**src/hw/rv_m_pkg.sv**
```systemverilog
`default_nettype none

package rv_m_pkg;

    // One machine word
    localparam int unsigned xlen = 32;

    // M-extension operations, numbered as funct3 in the R-type encoding
    typedef enum logic [2:0] {
        op_mul    = 3'd0,  // Low word of the product
        op_mulh   = 3'd1,  // High word, both operands signed
        op_mulhsu = 3'd2,  // High word, a signed and b unsigned
        op_mulhu  = 3'd3,  // High word, both operands unsigned
        op_div    = 3'd4,
        op_divu   = 3'd5,
        op_rem    = 3'd6,
        op_remu   = 3'd7
    } muldiv_op_e;

    // Bit 2 of funct3 separates divide from multiply
    localparam int unsigned op_div_bit = 2;

endpackage

`default_nettype wire

```
**src/hw/muldiv_pkg.sv**
```systemverilog
`default_nettype none

package muldiv_pkg;

    // One request as presented by the caller
    typedef struct packed {
        rv_m_pkg::muldiv_op_e         op;
        logic [rv_m_pkg::xlen-1:0]    a;
        logic [rv_m_pkg::xlen-1:0]    b;
    } muldiv_req_t;

    typedef struct packed {
        logic [rv_m_pkg::xlen-1:0]    quotient;
        logic [rv_m_pkg::xlen-1:0]    remainder;
    } div_result_t;

    // One quotient bit per divide cycle, one multiplier bit per add cycle
    localparam int unsigned div_iterations = 32;
    localparam int unsigned mul_iterations = 32;

    typedef enum logic [1:0] {
        div_idle, div_init, div_divide, div_finish
    } div_state_e;

    typedef enum logic [1:0] {
        mul_idle, mul_run, mul_finish
    } mul_state_e;

    typedef enum logic [1:0] {
        seq_idle, seq_mul, seq_div
    } seq_state_e;

endpackage

`default_nettype wire

```
**src/hw/muldiv_sequencer.sv**
```systemverilog
`timescale 1ns/1ps
`default_nettype none

module muldiv_sequencer (
    input  logic                           clk,
    input  logic                           reset,
    input  logic                           req,
    input  muldiv_pkg::muldiv_req_t        req_data,
    output logic                           busy,
    output logic                           result_valid,
    output logic [rv_m_pkg::xlen-1:0]      result,
    output logic                           mul_start,
    output logic                           a_signed,
    output logic                           b_signed,
    output logic                           div_start,
    output logic                           div_unsigned,
    output logic [rv_m_pkg::xlen-1:0]      op_a,
    output logic [rv_m_pkg::xlen-1:0]      op_b,
    input  logic                           mul_done,
    input  logic [2*rv_m_pkg::xlen-1:0]    product,
    input  logic                           div_done,
    input  muldiv_pkg::div_result_t        div_result
);

    muldiv_pkg::seq_state_e state;
    muldiv_pkg::muldiv_req_t req_q;  // Held for the whole run

    assign busy = (state != muldiv_pkg::seq_idle);

    assign op_a         = req_q.a;
    assign op_b         = req_q.b;
    assign a_signed     = (req_q.op == rv_m_pkg::op_mulh) || (req_q.op == rv_m_pkg::op_mulhsu);
    assign b_signed     = (req_q.op == rv_m_pkg::op_mulh);
    assign div_unsigned = (req_q.op == rv_m_pkg::op_divu) || (req_q.op == rv_m_pkg::op_remu);

    always_ff @(posedge clk) begin
        if (req && !busy)
            req_q <= req_data;
    end

    always_ff @(posedge clk) begin
        if (reset) begin
            state        <= muldiv_pkg::seq_idle;
            mul_start    <= 1'b0;
            div_start    <= 1'b0;
            result_valid <= 1'b0;
            result       <= '0;
        end else begin
            mul_start    <= 1'b0;
            div_start    <= 1'b0;
            result_valid <= 1'b0;
            case (state)
                muldiv_pkg::seq_idle: begin
                    if (req) begin
                        if (req_data.op[rv_m_pkg::op_div_bit]) begin
                            div_start <= 1'b1;
                            state     <= muldiv_pkg::seq_div;
                        end else begin
                            mul_start <= 1'b1;
                            state     <= muldiv_pkg::seq_mul;
                        end
                    end
                end
                muldiv_pkg::seq_mul: begin
                    if (mul_done) begin
                        result       <= (req_q.op == rv_m_pkg::op_mul)
                                        ? product[rv_m_pkg::xlen-1:0]
                                        : product[2*rv_m_pkg::xlen-1:rv_m_pkg::xlen];
                        result_valid <= 1'b1;
                        state        <= muldiv_pkg::seq_idle;
                    end
                end
                muldiv_pkg::seq_div: begin
                    if (div_done) begin
                        // DIV and DIVU have bit 1 of funct3 clear
                        result       <= req_q.op[1] ? div_result.remainder
                                                    : div_result.quotient;
                        result_valid <= 1'b1;
                        state        <= muldiv_pkg::seq_idle;
                    end
                end
                default: state <= muldiv_pkg::seq_idle;
            endcase
        end
    end

endmodule

`default_nettype wire

```
**src/hw/muldiv_unit.sv**
```systemverilog
`timescale 1ns/1ps
`default_nettype none

module muldiv_unit (
    input  logic                           clk,
    input  logic                           reset,
    input  logic                           req,
    input  muldiv_pkg::muldiv_req_t        req_data,
    output logic                           busy,
    output logic                           result_valid,
    output logic [rv_m_pkg::xlen-1:0]      result
);

    logic                           mul_start;
    logic                           a_signed;
    logic                           b_signed;
    logic                           div_start;
    logic                           div_unsigned;
    logic [rv_m_pkg::xlen-1:0]      op_a;
    logic [rv_m_pkg::xlen-1:0]      op_b;
    logic                           mul_done;
    logic [2*rv_m_pkg::xlen-1:0]    product;
    logic                           div_done;
    muldiv_pkg::div_result_t        div_result;

    muldiv_sequencer u_sequencer (
        .clk          (clk),
        .reset        (reset),
        .req          (req),
        .req_data     (req_data),
        .busy         (busy),
        .result_valid (result_valid),
        .result       (result),
        .mul_start    (mul_start),
        .a_signed     (a_signed),
        .b_signed     (b_signed),
        .div_start    (div_start),
        .div_unsigned (div_unsigned),
        .op_a         (op_a),
        .op_b         (op_b),
        .mul_done     (mul_done),
        .product      (product),
        .div_done     (div_done),
        .div_result   (div_result)
    );

    serial_multiplier u_multiplier (
        .clk      (clk),
        .reset    (reset),
        .start    (mul_start),
        .a_signed (a_signed),
        .b_signed (b_signed),
        .a        (op_a),
        .b        (op_b),
        .done     (mul_done),
        .product  (product)
    );

    serial_divider u_divider (
        .clk         (clk),
        .reset       (reset),
        .start       (div_start),
        .is_unsigned (div_unsigned),
        .dividend    (op_a),
        .divisor     (op_b),
        .done        (div_done),
        .result      (div_result)
    );

endmodule

`default_nettype wire

```
**src/hw/serial_divider.sv**
```systemverilog
`timescale 1ns/1ps
`default_nettype none

module serial_divider (
    input  logic                           clk,
    input  logic                           reset,
    input  logic                           start,
    input  logic                           is_unsigned,
    input  logic [rv_m_pkg::xlen-1:0]      dividend,
    input  logic [rv_m_pkg::xlen-1:0]      divisor,
    output logic                           done,
    output muldiv_pkg::div_result_t        result
);

    muldiv_pkg::div_state_e state;

    logic [$clog2(muldiv_pkg::div_iterations)-1:0] count;

    logic [rv_m_pkg::xlen-1:0]     abs_dividend;
    logic [rv_m_pkg::xlen-1:0]     abs_divisor;
    logic                          quo_neg;
    logic                          rem_neg;
    logic                          div_zero;

    logic [2*rv_m_pkg::xlen-1:0]   rem;
    logic [2*rv_m_pkg::xlen-1:0]   dvs;  // Divisor aligned to the bit being tried
    logic [rv_m_pkg::xlen-1:0]     quo;

    logic                          dividend_neg;
    logic                          divisor_neg;
    logic                          fits;

    assign dividend_neg = !is_unsigned && dividend[rv_m_pkg::xlen-1];
    assign divisor_neg  = !is_unsigned && divisor[rv_m_pkg::xlen-1];
    assign fits         = (dvs <= rem);

    always_ff @(posedge clk) begin
        if (reset) begin
            state <= muldiv_pkg::div_idle;
            count <= '0;
            done  <= 1'b0;
        end else begin
            done <= 1'b0;
            case (state)
                muldiv_pkg::div_idle: begin
                    if (start)
                        state <= muldiv_pkg::div_init;
                end
                muldiv_pkg::div_init: begin
                    count <= '0;
                    state <= muldiv_pkg::div_divide;
                end
                muldiv_pkg::div_divide: begin
                    count <= count + 1'b1;
                    if (32'(count) == muldiv_pkg::div_iterations - 1)
                        state <= muldiv_pkg::div_finish;
                end
                muldiv_pkg::div_finish: begin
                    done  <= 1'b1;
                    state <= muldiv_pkg::div_idle;
                end
                default: state <= muldiv_pkg::div_idle;
            endcase
        end
    end

    always_ff @(posedge clk) begin
        case (state)
            muldiv_pkg::div_idle: begin
                if (start) begin
                    abs_dividend <= dividend_neg ? -dividend : dividend;
                    abs_divisor  <= divisor_neg ? -divisor : divisor;
                    quo_neg      <= dividend_neg ^ divisor_neg;
                    rem_neg      <= dividend_neg;
                    div_zero     <= (divisor == '0);
                end
            end
            muldiv_pkg::div_init: begin
                rem <= {{rv_m_pkg::xlen{1'b0}}, abs_dividend};
                dvs <= {1'b0, abs_divisor, {(rv_m_pkg::xlen-1){1'b0}}};
                quo <= '0;
            end
            muldiv_pkg::div_divide: begin
                if (fits)
                    rem <= rem - dvs;
                quo <= {quo[rv_m_pkg::xlen-2:0], fits};
                dvs <= dvs >> 1;
            end
            muldiv_pkg::div_finish: begin
                // A zero divisor leaves the dividend magnitude in rem, so only the quotient
                // needs overriding. The overflow case falls out of the magnitude arithmetic.
                if (div_zero)
                    result.quotient <= '1;
                else
                    result.quotient <= quo_neg ? -quo : quo;
                result.remainder <= rem_neg ? -rem[rv_m_pkg::xlen-1:0]
                                            : rem[rv_m_pkg::xlen-1:0];
            end
            default: ;
        endcase
    end

endmodule

`default_nettype wire

```
**src/hw/serial_multiplier.sv**
```systemverilog
`timescale 1ns/1ps
`default_nettype none

module serial_multiplier (
    input  logic                            clk,
    input  logic                            reset,
    input  logic                            start,
    input  logic                            a_signed,
    input  logic                            b_signed,
    input  logic [rv_m_pkg::xlen-1:0]       a,
    input  logic [rv_m_pkg::xlen-1:0]       b,
    output logic                            done,
    output logic [2*rv_m_pkg::xlen-1:0]     product
);

    muldiv_pkg::mul_state_e state;

    logic [$clog2(muldiv_pkg::mul_iterations)-1:0] count;

    logic [2*rv_m_pkg::xlen-1:0]   mcand;   // Multiplicand, shifted left every cycle
    logic [rv_m_pkg::xlen-1:0]     mplier;  // Multiplier, shifted right every cycle
    logic [2*rv_m_pkg::xlen-1:0]   acc;
    logic                          neg;

    logic                          a_neg;
    logic                          b_neg;

    assign a_neg = a_signed && a[rv_m_pkg::xlen-1];
    assign b_neg = b_signed && b[rv_m_pkg::xlen-1];

    always_ff @(posedge clk) begin
        if (reset) begin
            state <= muldiv_pkg::mul_idle;
            count <= '0;
            done  <= 1'b0;
        end else begin
            done <= 1'b0;
            case (state)
                muldiv_pkg::mul_idle: begin
                    count <= '0;
                    if (start)
                        state <= muldiv_pkg::mul_run;
                end
                muldiv_pkg::mul_run: begin
                    count <= count + 1'b1;
                    if (32'(count) == muldiv_pkg::mul_iterations - 1)
                        state <= muldiv_pkg::mul_finish;
                end
                muldiv_pkg::mul_finish: begin
                    done  <= 1'b1;
                    state <= muldiv_pkg::mul_idle;
                end
                default: state <= muldiv_pkg::mul_idle;
            endcase
        end
    end

    always_ff @(posedge clk) begin
        case (state)
            muldiv_pkg::mul_idle: begin
                if (start) begin
                    mcand  <= {{rv_m_pkg::xlen{1'b0}}, (a_neg ? -a : a)};
                    mplier <= b_neg ? -b : b;
                    neg    <= a_neg ^ b_neg;
                    acc    <= '0;
                end
            end
            muldiv_pkg::mul_run: begin
                if (mplier[0])
                    acc <= acc + mcand;
                mcand  <= mcand << 1;
                mplier <= mplier >> 1;
            end
            muldiv_pkg::mul_finish: product <= neg ? -acc : acc;  // Sign fix on the full 64 bits
            default: ;
        endcase
    end

endmodule

`default_nettype wire

```
**config.mk**
```make
export PLATFORM = sky130hd
export DESIGN_NAME = muldiv_unit
export DESIGN_NICKNAME = d
export VERILOG_FILES = /design/src/hw/rv_m_pkg.sv /design/src/hw/muldiv_pkg.sv /design/src/hw/muldiv_sequencer.sv /design/src/hw/muldiv_unit.sv /design/src/hw/serial_divider.sv /design/src/hw/serial_multiplier.sv
export SDC_FILE = /design/constraint.sdc
export NUM_CORES = 1
export LEC_CHECK = 0
export ABC_AREA = 1
export BUFFER_PORTS_ARGS = -buffer_cell sky130_fd_sc_hd__buf_2
export CORE_MARGIN = 2
export CORE_UTILIZATION = 40
export CTS_CLUSTER_DIAMETER = 60
export DETAILED_ROUTE_END_ITERATION = 10
export GPL_TIMING_DRIVEN = 0
export PLACE_DENSITY = 0.53
export SYNTH_ARGS = -nofsm -noshare
export SYNTH_HDL_FRONTEND = slang
export SYNTH_HIERARCHICAL = 1
export SYNTH_SLANG_ARGS = --single-unit
```
**constraint.sdc**
```tcl
create_clock -name clk -period 4.35 [get_ports clk]
set_clock_uncertainty 0.1 [all_clocks]
set_input_delay 0.87 -clock clk [delete_from_list [all_inputs] [get_ports clk]]
set_output_delay 0.87 -clock clk [all_outputs]
set_load 0.05 [all_outputs]
```
==> impl_results.md, run 1 <==
- Status: finished, final reports clean
- Most frequent cell after synthesis: nand2_1
- DRC Markers: 0
- Die Area: 0.112 sq mm
- Syn_area_per_cell: 7.25 sq um
- Via density: 4.97
- Hold Slack: 263 ps
- Finished Cell Area: 0.0492 sq mm
- Initial core utilization: 40.2%
- Crit path max fanout: 10
- Power density over the cells: 582 mW/mm^2
- Post-synth EDFFs: 582
- Synthesized instance count: 6014
- Netlist cell types: 55
- Clock sink count: 635
- Max Slew Vio Count: 0
- Met3 WL: 7940 microns
- Antenna violations before repair: 3
- Detailed Route Iter0 Violations: 3331
- Ys Warns: 6
- Worst Max-Slew Pin Slew: 1000 ps
- Max-Cap Viols: 0
- Peak supply drop: 557 uV
- Ant diodes: 0
- Multi-input gate area: 0.0199 sq mm
- Post-cts hold buffer count: 0
- Synth Flop Type: edfxtp_1
- CP required: 4650 ps
- Worst hold start: req_data[47]
- Cell Area, Synth: 0.0436 sq mm
- Rel. slew slack: 33.3%
- Area Overhead vs Synth: 12.7%
- Yosys top cell by area: edfxtp_1
- Flop2flop setup slack: 120 ps
- Met1 Routed Length: 67400 microns
- Worst path arrival time: 4530 ps
- Reg clk slew, reported paths: 60 ps
- Layout cell share with drive strength beyond 1: 8.21%
- Root Driver: clkbuf_16
- Global-route wire length before repair: 220000 microns
- Synth Net Count: 6233
- GRT overflow: 0
- Core area: 0.109 sq mm
- Post-CTS Setup Bufs: 0
- Post-DR wirelength/cell: 19.0 microns
- Clock buffer depth: 3
- Final Power: 28.6 mW
- DR vias: 38300
- Number of global-route vias before repair: 36200
- Pleak: 23.7 nW
- Die Ht: 334 microns
- Final estimated routing congestion in global placement: 0.978
- Chip width: 334 microns
- Dpl cell area: 0.0461 sq mm
- CP Launch Type: register
- Setup WS post-layout: 125 ps
- Worst Setup SP: u_sequencer/req_q[65]
- Routed wire length: 147000 microns
- I/O pin total: 104
- Setup WS pre-CTS: 267 ps
- RSZ-0062 raised after global routing: false
- Yosys top cell area share: 40.1%
- Fin crit period: 4230 ps
- Htree depth: 3
- Synth cell count leaders: nand2_1, inv_1, nor2_1, edfxtp_1, nand3_1
- Final HPWL from detailed placement: 118000 microns
- Final ANT Viol Nets: 0
- Post-route clock period utilization: 97.1%
- # rows: 121
- WL met2: 66800 microns
- Inserted Clock Buffers: 91
- Top Layer Used: met4
- Sequential area share after synthesis: 42.5%
- Final nets: 6436
- Clock latency at the later pin of the worst-skew pair: 680 ps
- Synth Register Bits: 635
- Register area: 0.0185 sq mm
- Fin. Hold Viols: 0
- Max Clk Rate: 237 MHz
- Total track usage: 26.0%
- Area contributors post-synth: edfxtp_1, nand2_1, inv_1, nor2_1, ha_1
- TritonCTS clock tree: built
- Largest net degree at the start of global routing: 66
- Synth async-reset ratio: 0%
- CP endpoint kind: register
- Type of the worst setup path: reg -> reg
- # fillers: 11100
- Crit Reg-Reg Startpoint: u_sequencer/req_q[65]
- Port Buffer Count: 103
- Worst Hold Class: in -> reg
- Post-CTS resize count: 0
- TritonRoute pass-1 iters: 6
- Final setup violation count: 0
==> final timing paths <==
| path | endpoint | cells past startpoint |
|---|---|---|
| hold reg to reg | u_multiplier/count[4] | 2 |
| setup / recovery | u_multiplier/mcand[28] | 11 |
| hold / removal | u_sequencer/op_a[15] | 1 |
| setup reg to reg | u_multiplier/mcand[28] | 11 |
==> metrics by stage <==
| stage | setup TNS [ps] | instances | util, % |
|---|---|---|---|
| after global placement | -287930 | 7531 | 42.3 |
| after detailed placement | 0 | 7538 | 42.5 |
| final | 0 | 7708 | 45.3 |
| after floorplan | 0 | 6014 | - |
| after global routing | 0 | 7708 | 45.3 |
| after CTS | 0 | 7708 | 45.3 |
==> metal layers <==
layer | vias up | global-route usage (%)
li1 | 19300 | -
met1 | 17800 | 36.3
met2 | 1017 | 42.3
met3 | 202 | 2.88
met4 | 0 | 8.12
met5 | - | 0
==> flip-flops by register name (all words and copies together) (netlist names), 3 cells and up <==
signal                  cells
u_divider/abs_dividend     32
u_divider/abs_divisor      32
u_divider/count             5
u_divider/dvs              63
u_divider/quo              32
u_divider/rem              64
u_divider/result           64
u_multiplier/acc           64
u_multiplier/count          5
u_multiplier/mcand         64
u_multiplier/mplier        32
u_multiplier/product       64
u_sequencer/op_a           32
u_sequencer/op_b           32
u_sequencer/req_q           3
u_sequencer/result         32
==> critical path: stages, from the launching register on <==
cell      delay (ps)
edfxtp_1         520
buf_6            220
clkbuf_1         540
o21ai_0          190
a21oi_1          730
nand2_1          430
inv_1            230
buf_2            280
buf_2            300
nor2_1            60
o21ai_0          250
nand2_1           80
==> layout make-up <==
cell class	instances	area share (%)
clock inverters	57	1.22
flip-flops and latches	635	37.7
plain buffers	176	2.07
inverters	1127	8.61
clock buffers	113	4.97
multi-input cells	4076	40.5
repair buffers	110	1.38
well taps	1414	3.60
==> power breakdown <==
part	total [mW]	leakage, nW	switching (mW)	internal [mW]
clock	7.49	1.48	3.07	4.43
sequential	9.15	5.89	0.834	8.32
combinational	12.0	16.4	8.40	3.56
total	28.6	23.7	12.3	16.3
==> layout by cell type, fill, tap and decap left out, types with 15 or more instances in the layout <==
| cell type | n |
|---|---|
| inv_1 | 1110 |
| nor4_1 | 24 |
| buf_4 | 65 |
| nand2_1 | 1855 |
| nand2_2 | 42 |
| nand3_2 | 17 |
| nor2_1 | 684 |
| clkbuf_16 | 93 |
| xnor2_1 | 64 |
| xor2_1 | 134 |
| buf_2 | 138 |
| and3_1 | 15 |
| dfxtp_1 | 53 |
| nor2_2 | 32 |
| o21ai_0 | 219 |
| nand3b_1 | 16 |
| edfxtp_1 | 582 |
| a21oi_1 | 242 |
| nand4_1 | 65 |
| ha_1 | 145 |
| nand3_1 | 310 |
| clkbuf_1 | 81 |
| nor3_1 | 58 |
| o21bai_1 | 15 |
==> kinds of logic (layout without fill, tap and decap cells) <==
logic type / Yosys count / in the layout / share of synthesized area [%]
and+or+nand+nor: 3179 / 3179 / 30.4
buffers and inverters: 1303 / 1583 / 12.0
DFF: 635 / 635 / 42.5
AOI/OAI and AO/OA: 550 / 550 / 6.78
xor gates and xnor gates: 198 / 198 / 3.98
adders and majority gates: 149 / 149 / 4.31
(Power assumes the default switching activity.)
==> inputs of run 2 (changes only) <==
- ABC_AREA: 1 -> 0
- PLACE_DENSITY: 0.53 -> 0.55
- clock period: 4.35 -> 3.55 ns (I/O delays scaled with it)
==> run 2 against run 1 <==
Final area shrank 10%. Area after synthesis decreased by 15%. Clock power rose by 4.3%. Via count shrank 27%. Fmax grew 18%. Synthesized cell count fell by 42%. Register-to-register slack got worse by 160 ps. Global-route usage shrank 3.4 points. Hold slack lost 120 ps. The flow now finishes with violations (setup timing). First-iteration DRC count decreased by 24%. Final cell count decreased by 34%. Sequential power is 20% higher.
==> impl_results.md, run 2 <==
- FF-to-FF End: u_multiplier/product[59]
- Port Buffer Count: 103 (unchanged)
- Worst Hold Class: in -> reg
- Synth cell count leaders: edfxtp_1, nand2_1, nor2_1, xnor2_1, o21ai_0
- Max incr delay on CP: 560 ps (-170 ps)
- Rel. slew slack: 12.3% (-21 points)
- Pleak: 16.1 nW (-32%)
- Synthesized instance count: 3499 (-42%)
- Reg clk slew, reported paths: 60 ps (about the same)
- Inserted Clock Buffers: 78 (-14%)
- Final ANT Viol Nets: 0 (unchanged)
- Most frequent cells in the layout: edfxtp_1, nand2_1, nor2_1
- Synth async-reset ratio: 0% (unchanged)
- Placed cell count: 4852 (-36%)
- Final estimated routing congestion in global placement: 0.889 (-9.0%)
- Worst Setup SP: u_multiplier/acc[15]
- Core area: 0.0919 sq mm (-15%)
- Post-route clock period utilization: 101% (+4.0 points)
- I/O pin total: 104 (unchanged)
- Yosys top cell by area: edfxtp_1
- Power density over the cells: 746 mW/mm^2 (+28%)
- Initial core utilization: 40.4% (+0.24 points)
- DRC Markers: 0 (unchanged)
- Layout cell share with drive strength beyond 1: 18.8% (+11 points)
- Peak supply drop: 509 uV (-8.6%)
- Worst hold start: req_data[37]
- Max Slew Vio Count: 0 (unchanged)
- Type of the worst setup path: reg -> reg
- Final HPWL from detailed placement: 79700 microns (-33%)
- Total track usage: 22.7% (-3.4 points)
- TritonCTS clock tree: built
- # fillers: 8670 (-22%)
- Final nets: 3995 (-38%)
- Fin. Hold Viols: 0 (unchanged)
- CP Launch Type: register
- Yosys top cell area share: 47.0% (+7.0 points)
- WHS Endpoint: u_sequencer/op_a[5]
- Htree depth: 3 (unchanged)
- Crit-path slowest cell: or4_4
- Setup TNS: -659 ps (-659 ps)
- Most common cell after layout, fill and taps aside: edfxtp_1
- CP required: 3820 ps (-830 ps)
- # rows: 111 (-8.3%)
- Global-route wire length before repair: 165000 microns (-25%)
- TritonRoute pass-1 iters: 6 (unchanged)
- Chip width: 309 microns (-7.6%)
- CP endpoint kind: register
- Clock sink count: 635 (unchanged)
- Post-DR wirelength/cell: 21.5 microns (+13%)
- CP most frequent cell: or4_4
- Cell Area, Synth: 0.0372 sq mm (-15%)
- DR vias: 28000 (-27%)
- Setup WS post-layout: -39.9 ps (-165 ps)
- Via density: 5.51 (+11%)
- Fin cells: 5079 (-34%)
- Netlist cell types: 92 (+67%)
- Area Overhead vs Synth: 18.5%
- Worst R2R Path Depth: 9 (-2)
- Detailed Route Iter0 Violations: 2533 (-24%)
- Antenna violations before repair: 6 (+3)
- Fin crit period: 3590 ps (-635 ps)
- Crit path max fanout: 6 (-4)
- Ant diodes: 0 (unchanged)
- Clock latency at the later pin of the worst-skew pair: 650 ps (-30 ps)
- Synth Register Bits: 635 (unchanged)
- Post-cts hold buffer count: 0 (unchanged)
- RSZ-0062 raised after global routing: true
- Largest net degree at the start of global routing: 68 (+3.0%)
- Area contributors post-synth: edfxtp_1, xnor2_1, ha_1, o21ai_0, mux2_2
- Status: finished, violations left
- Syn_area_per_cell: 10.6 sq um (+46%)
- CP Cell Sequence: or4_4, or4b_4, or3_4, or2_4, inv_4, nand4_4, or4_4, o41ai_4, xnor2_1
- Root Driver: clkbuf_16
- Number of global-route vias before repair: 26700 (-26%)
- Max Clk Rate: 279 MHz (+18%)
- Fin util: 47.9% (+2.6 points)
- Synth Net Count: 3718 (-40%)
- Worst Max-Slew Pin Slew: 1310 ps (+312 ps)
- Final setup violation count: 34 (+34)
- Synth Flop Type: edfxtp_1
- Hold path cells: 1 (unchanged)
- Setup WS pre-CTS: -1650 ps (-1920 ps)
- Ys Warns: 6 (unchanged)
- Worst path arrival time: 3860 ps (-670 ps)
- Max-Cap Viols: 0 (unchanged)
- Flop2flop setup slack: -40 ps (-160 ps)
- Post-synth EDFFs: 582 (unchanged)
- Die Ht: 309 microns (-7.6%)
- Die Area: 0.0954 sq mm (-15%)
- Clock buffer depth: 3 (unchanged)
- Routed wire length: 109000 microns (-26%)
- Sequential area share after synthesis: 49.9% (+7.4 points)
- Failing checks: setup timing
- GRT overflow: 0 (unchanged)
- Most frequent cell after synthesis: edfxtp_1
- Crit Reg-Reg Startpoint: u_multiplier/acc[15]
[run 2: cell count changes in the layout (fill, tap and decap cells not counted), sizes merged, moves of 48 or more]
cell,delta
nand2,-1616
a21o,+74
nor2b,+52
nand3,-289
a21oi,-48
mux2,+96
and2,+63
buf,+83
xnor2,+163
clkbuf,+52
inv,-998
nor2,-474
[run 2: timing repair]
item | 4_1_cts | 5_1_grt
endpoints found under the hold margin | 0 | 0
endpoints found under the setup margin | 292 | 148
pin swaps | 35 | 48
resized for setup | 124 | 108
setup buffers | 51 | 48
gates cloned | 8 | 0
[run 2: cell families after synthesis]
| family | Yosys count | synth area share [%] |
|---|---|---|
| multiplexers | 140 | 4.09 |
| buffers and inverters | 378 | 4.62 |
| adder cells (fa/ha/maj) | 149 | 5.06 |
| flip-flops | 635 | 49.9 |
| AO/OA/AOI/OAI | 804 | 14.0 |
| AND/OR/NAND/NOR | 1048 | 14.2 |
| XOR/XNOR | 345 | 8.13 |
[run 2: through the flow]
step | hold slack, ps | total power [mW] | cell area (sq um)
floorplan | 350 | 19.5 | 37200
global placement | 362 | 20.4 | 39300
detailed placement | 367 | 22.8 | 39500
CTS | 101 | 31.9 | 43200
global route | 114 | 34.8 | 44100
finish | 140 | 32.9 | 44100
[run 2: worst max-delay path by stage]
stage | endpoint | slack, ps | depth (start not counted)
3_5_place_dp | u_multiplier/acc[19] | -1650 | 6
4_1_cts | u_multiplier/product[59] | -130 | 10
2_1_floorplan | u_multiplier/product[59] | 10 | 10
3_3_place_gp | u_multiplier/acc[18] | -3090 | 6
5_1_grt | u_multiplier/product[59] | -130 | 9
6_report | u_multiplier/product[59] | -40 | 9
[run 2: cell type report]
cell class | count | area (sq um) | share of cell area (%)
Timing Repair Buffer | 207 | 1530 | 3.47
Sequential cell | 635 | 18500 | 42.1
Buffer | 227 | 1160 | 2.62
Multi-Input combinational cell | 2493 | 18300 | 41.5
Tap cell | 1243 | 1560 | 3.53
Clock buffer | 100 | 2080 | 4.71
Inverter | 134 | 508 | 1.15
Clock inverter | 40 | 398 | 0.903
[run 2: power breakdown]
part / switching [mW] / internal, mW / total [mW]
registers: 0.924 / 10.1 / 11.0
clock network: 3.22 / 4.59 / 7.81
logic: 8.34 / 5.69 / 14.0
[run 2: critical path, delay by kind of cell (launching register included)]
family,cells,cell delay [ps]
compound gates,1,250
xor+xnor,1,110
flops,1,390
simple gates,6,2390
buf+inv,1,70
[run 2: routing by layer]
| layer | vias to the layer above | part of all wire, % | GRT usage (%) |
|---|---|---|---|
| li1 | 13400 | - | - |
| met2 | 807 | 43 | 33.5 |
| met1 | 13700 | 49 | 34.7 |
| met5 | - | 0.016 | 0 |
| met3 | 146 | 5.8 | 3.02 |
| met4 | 2 | 2.2 | 5.92 |
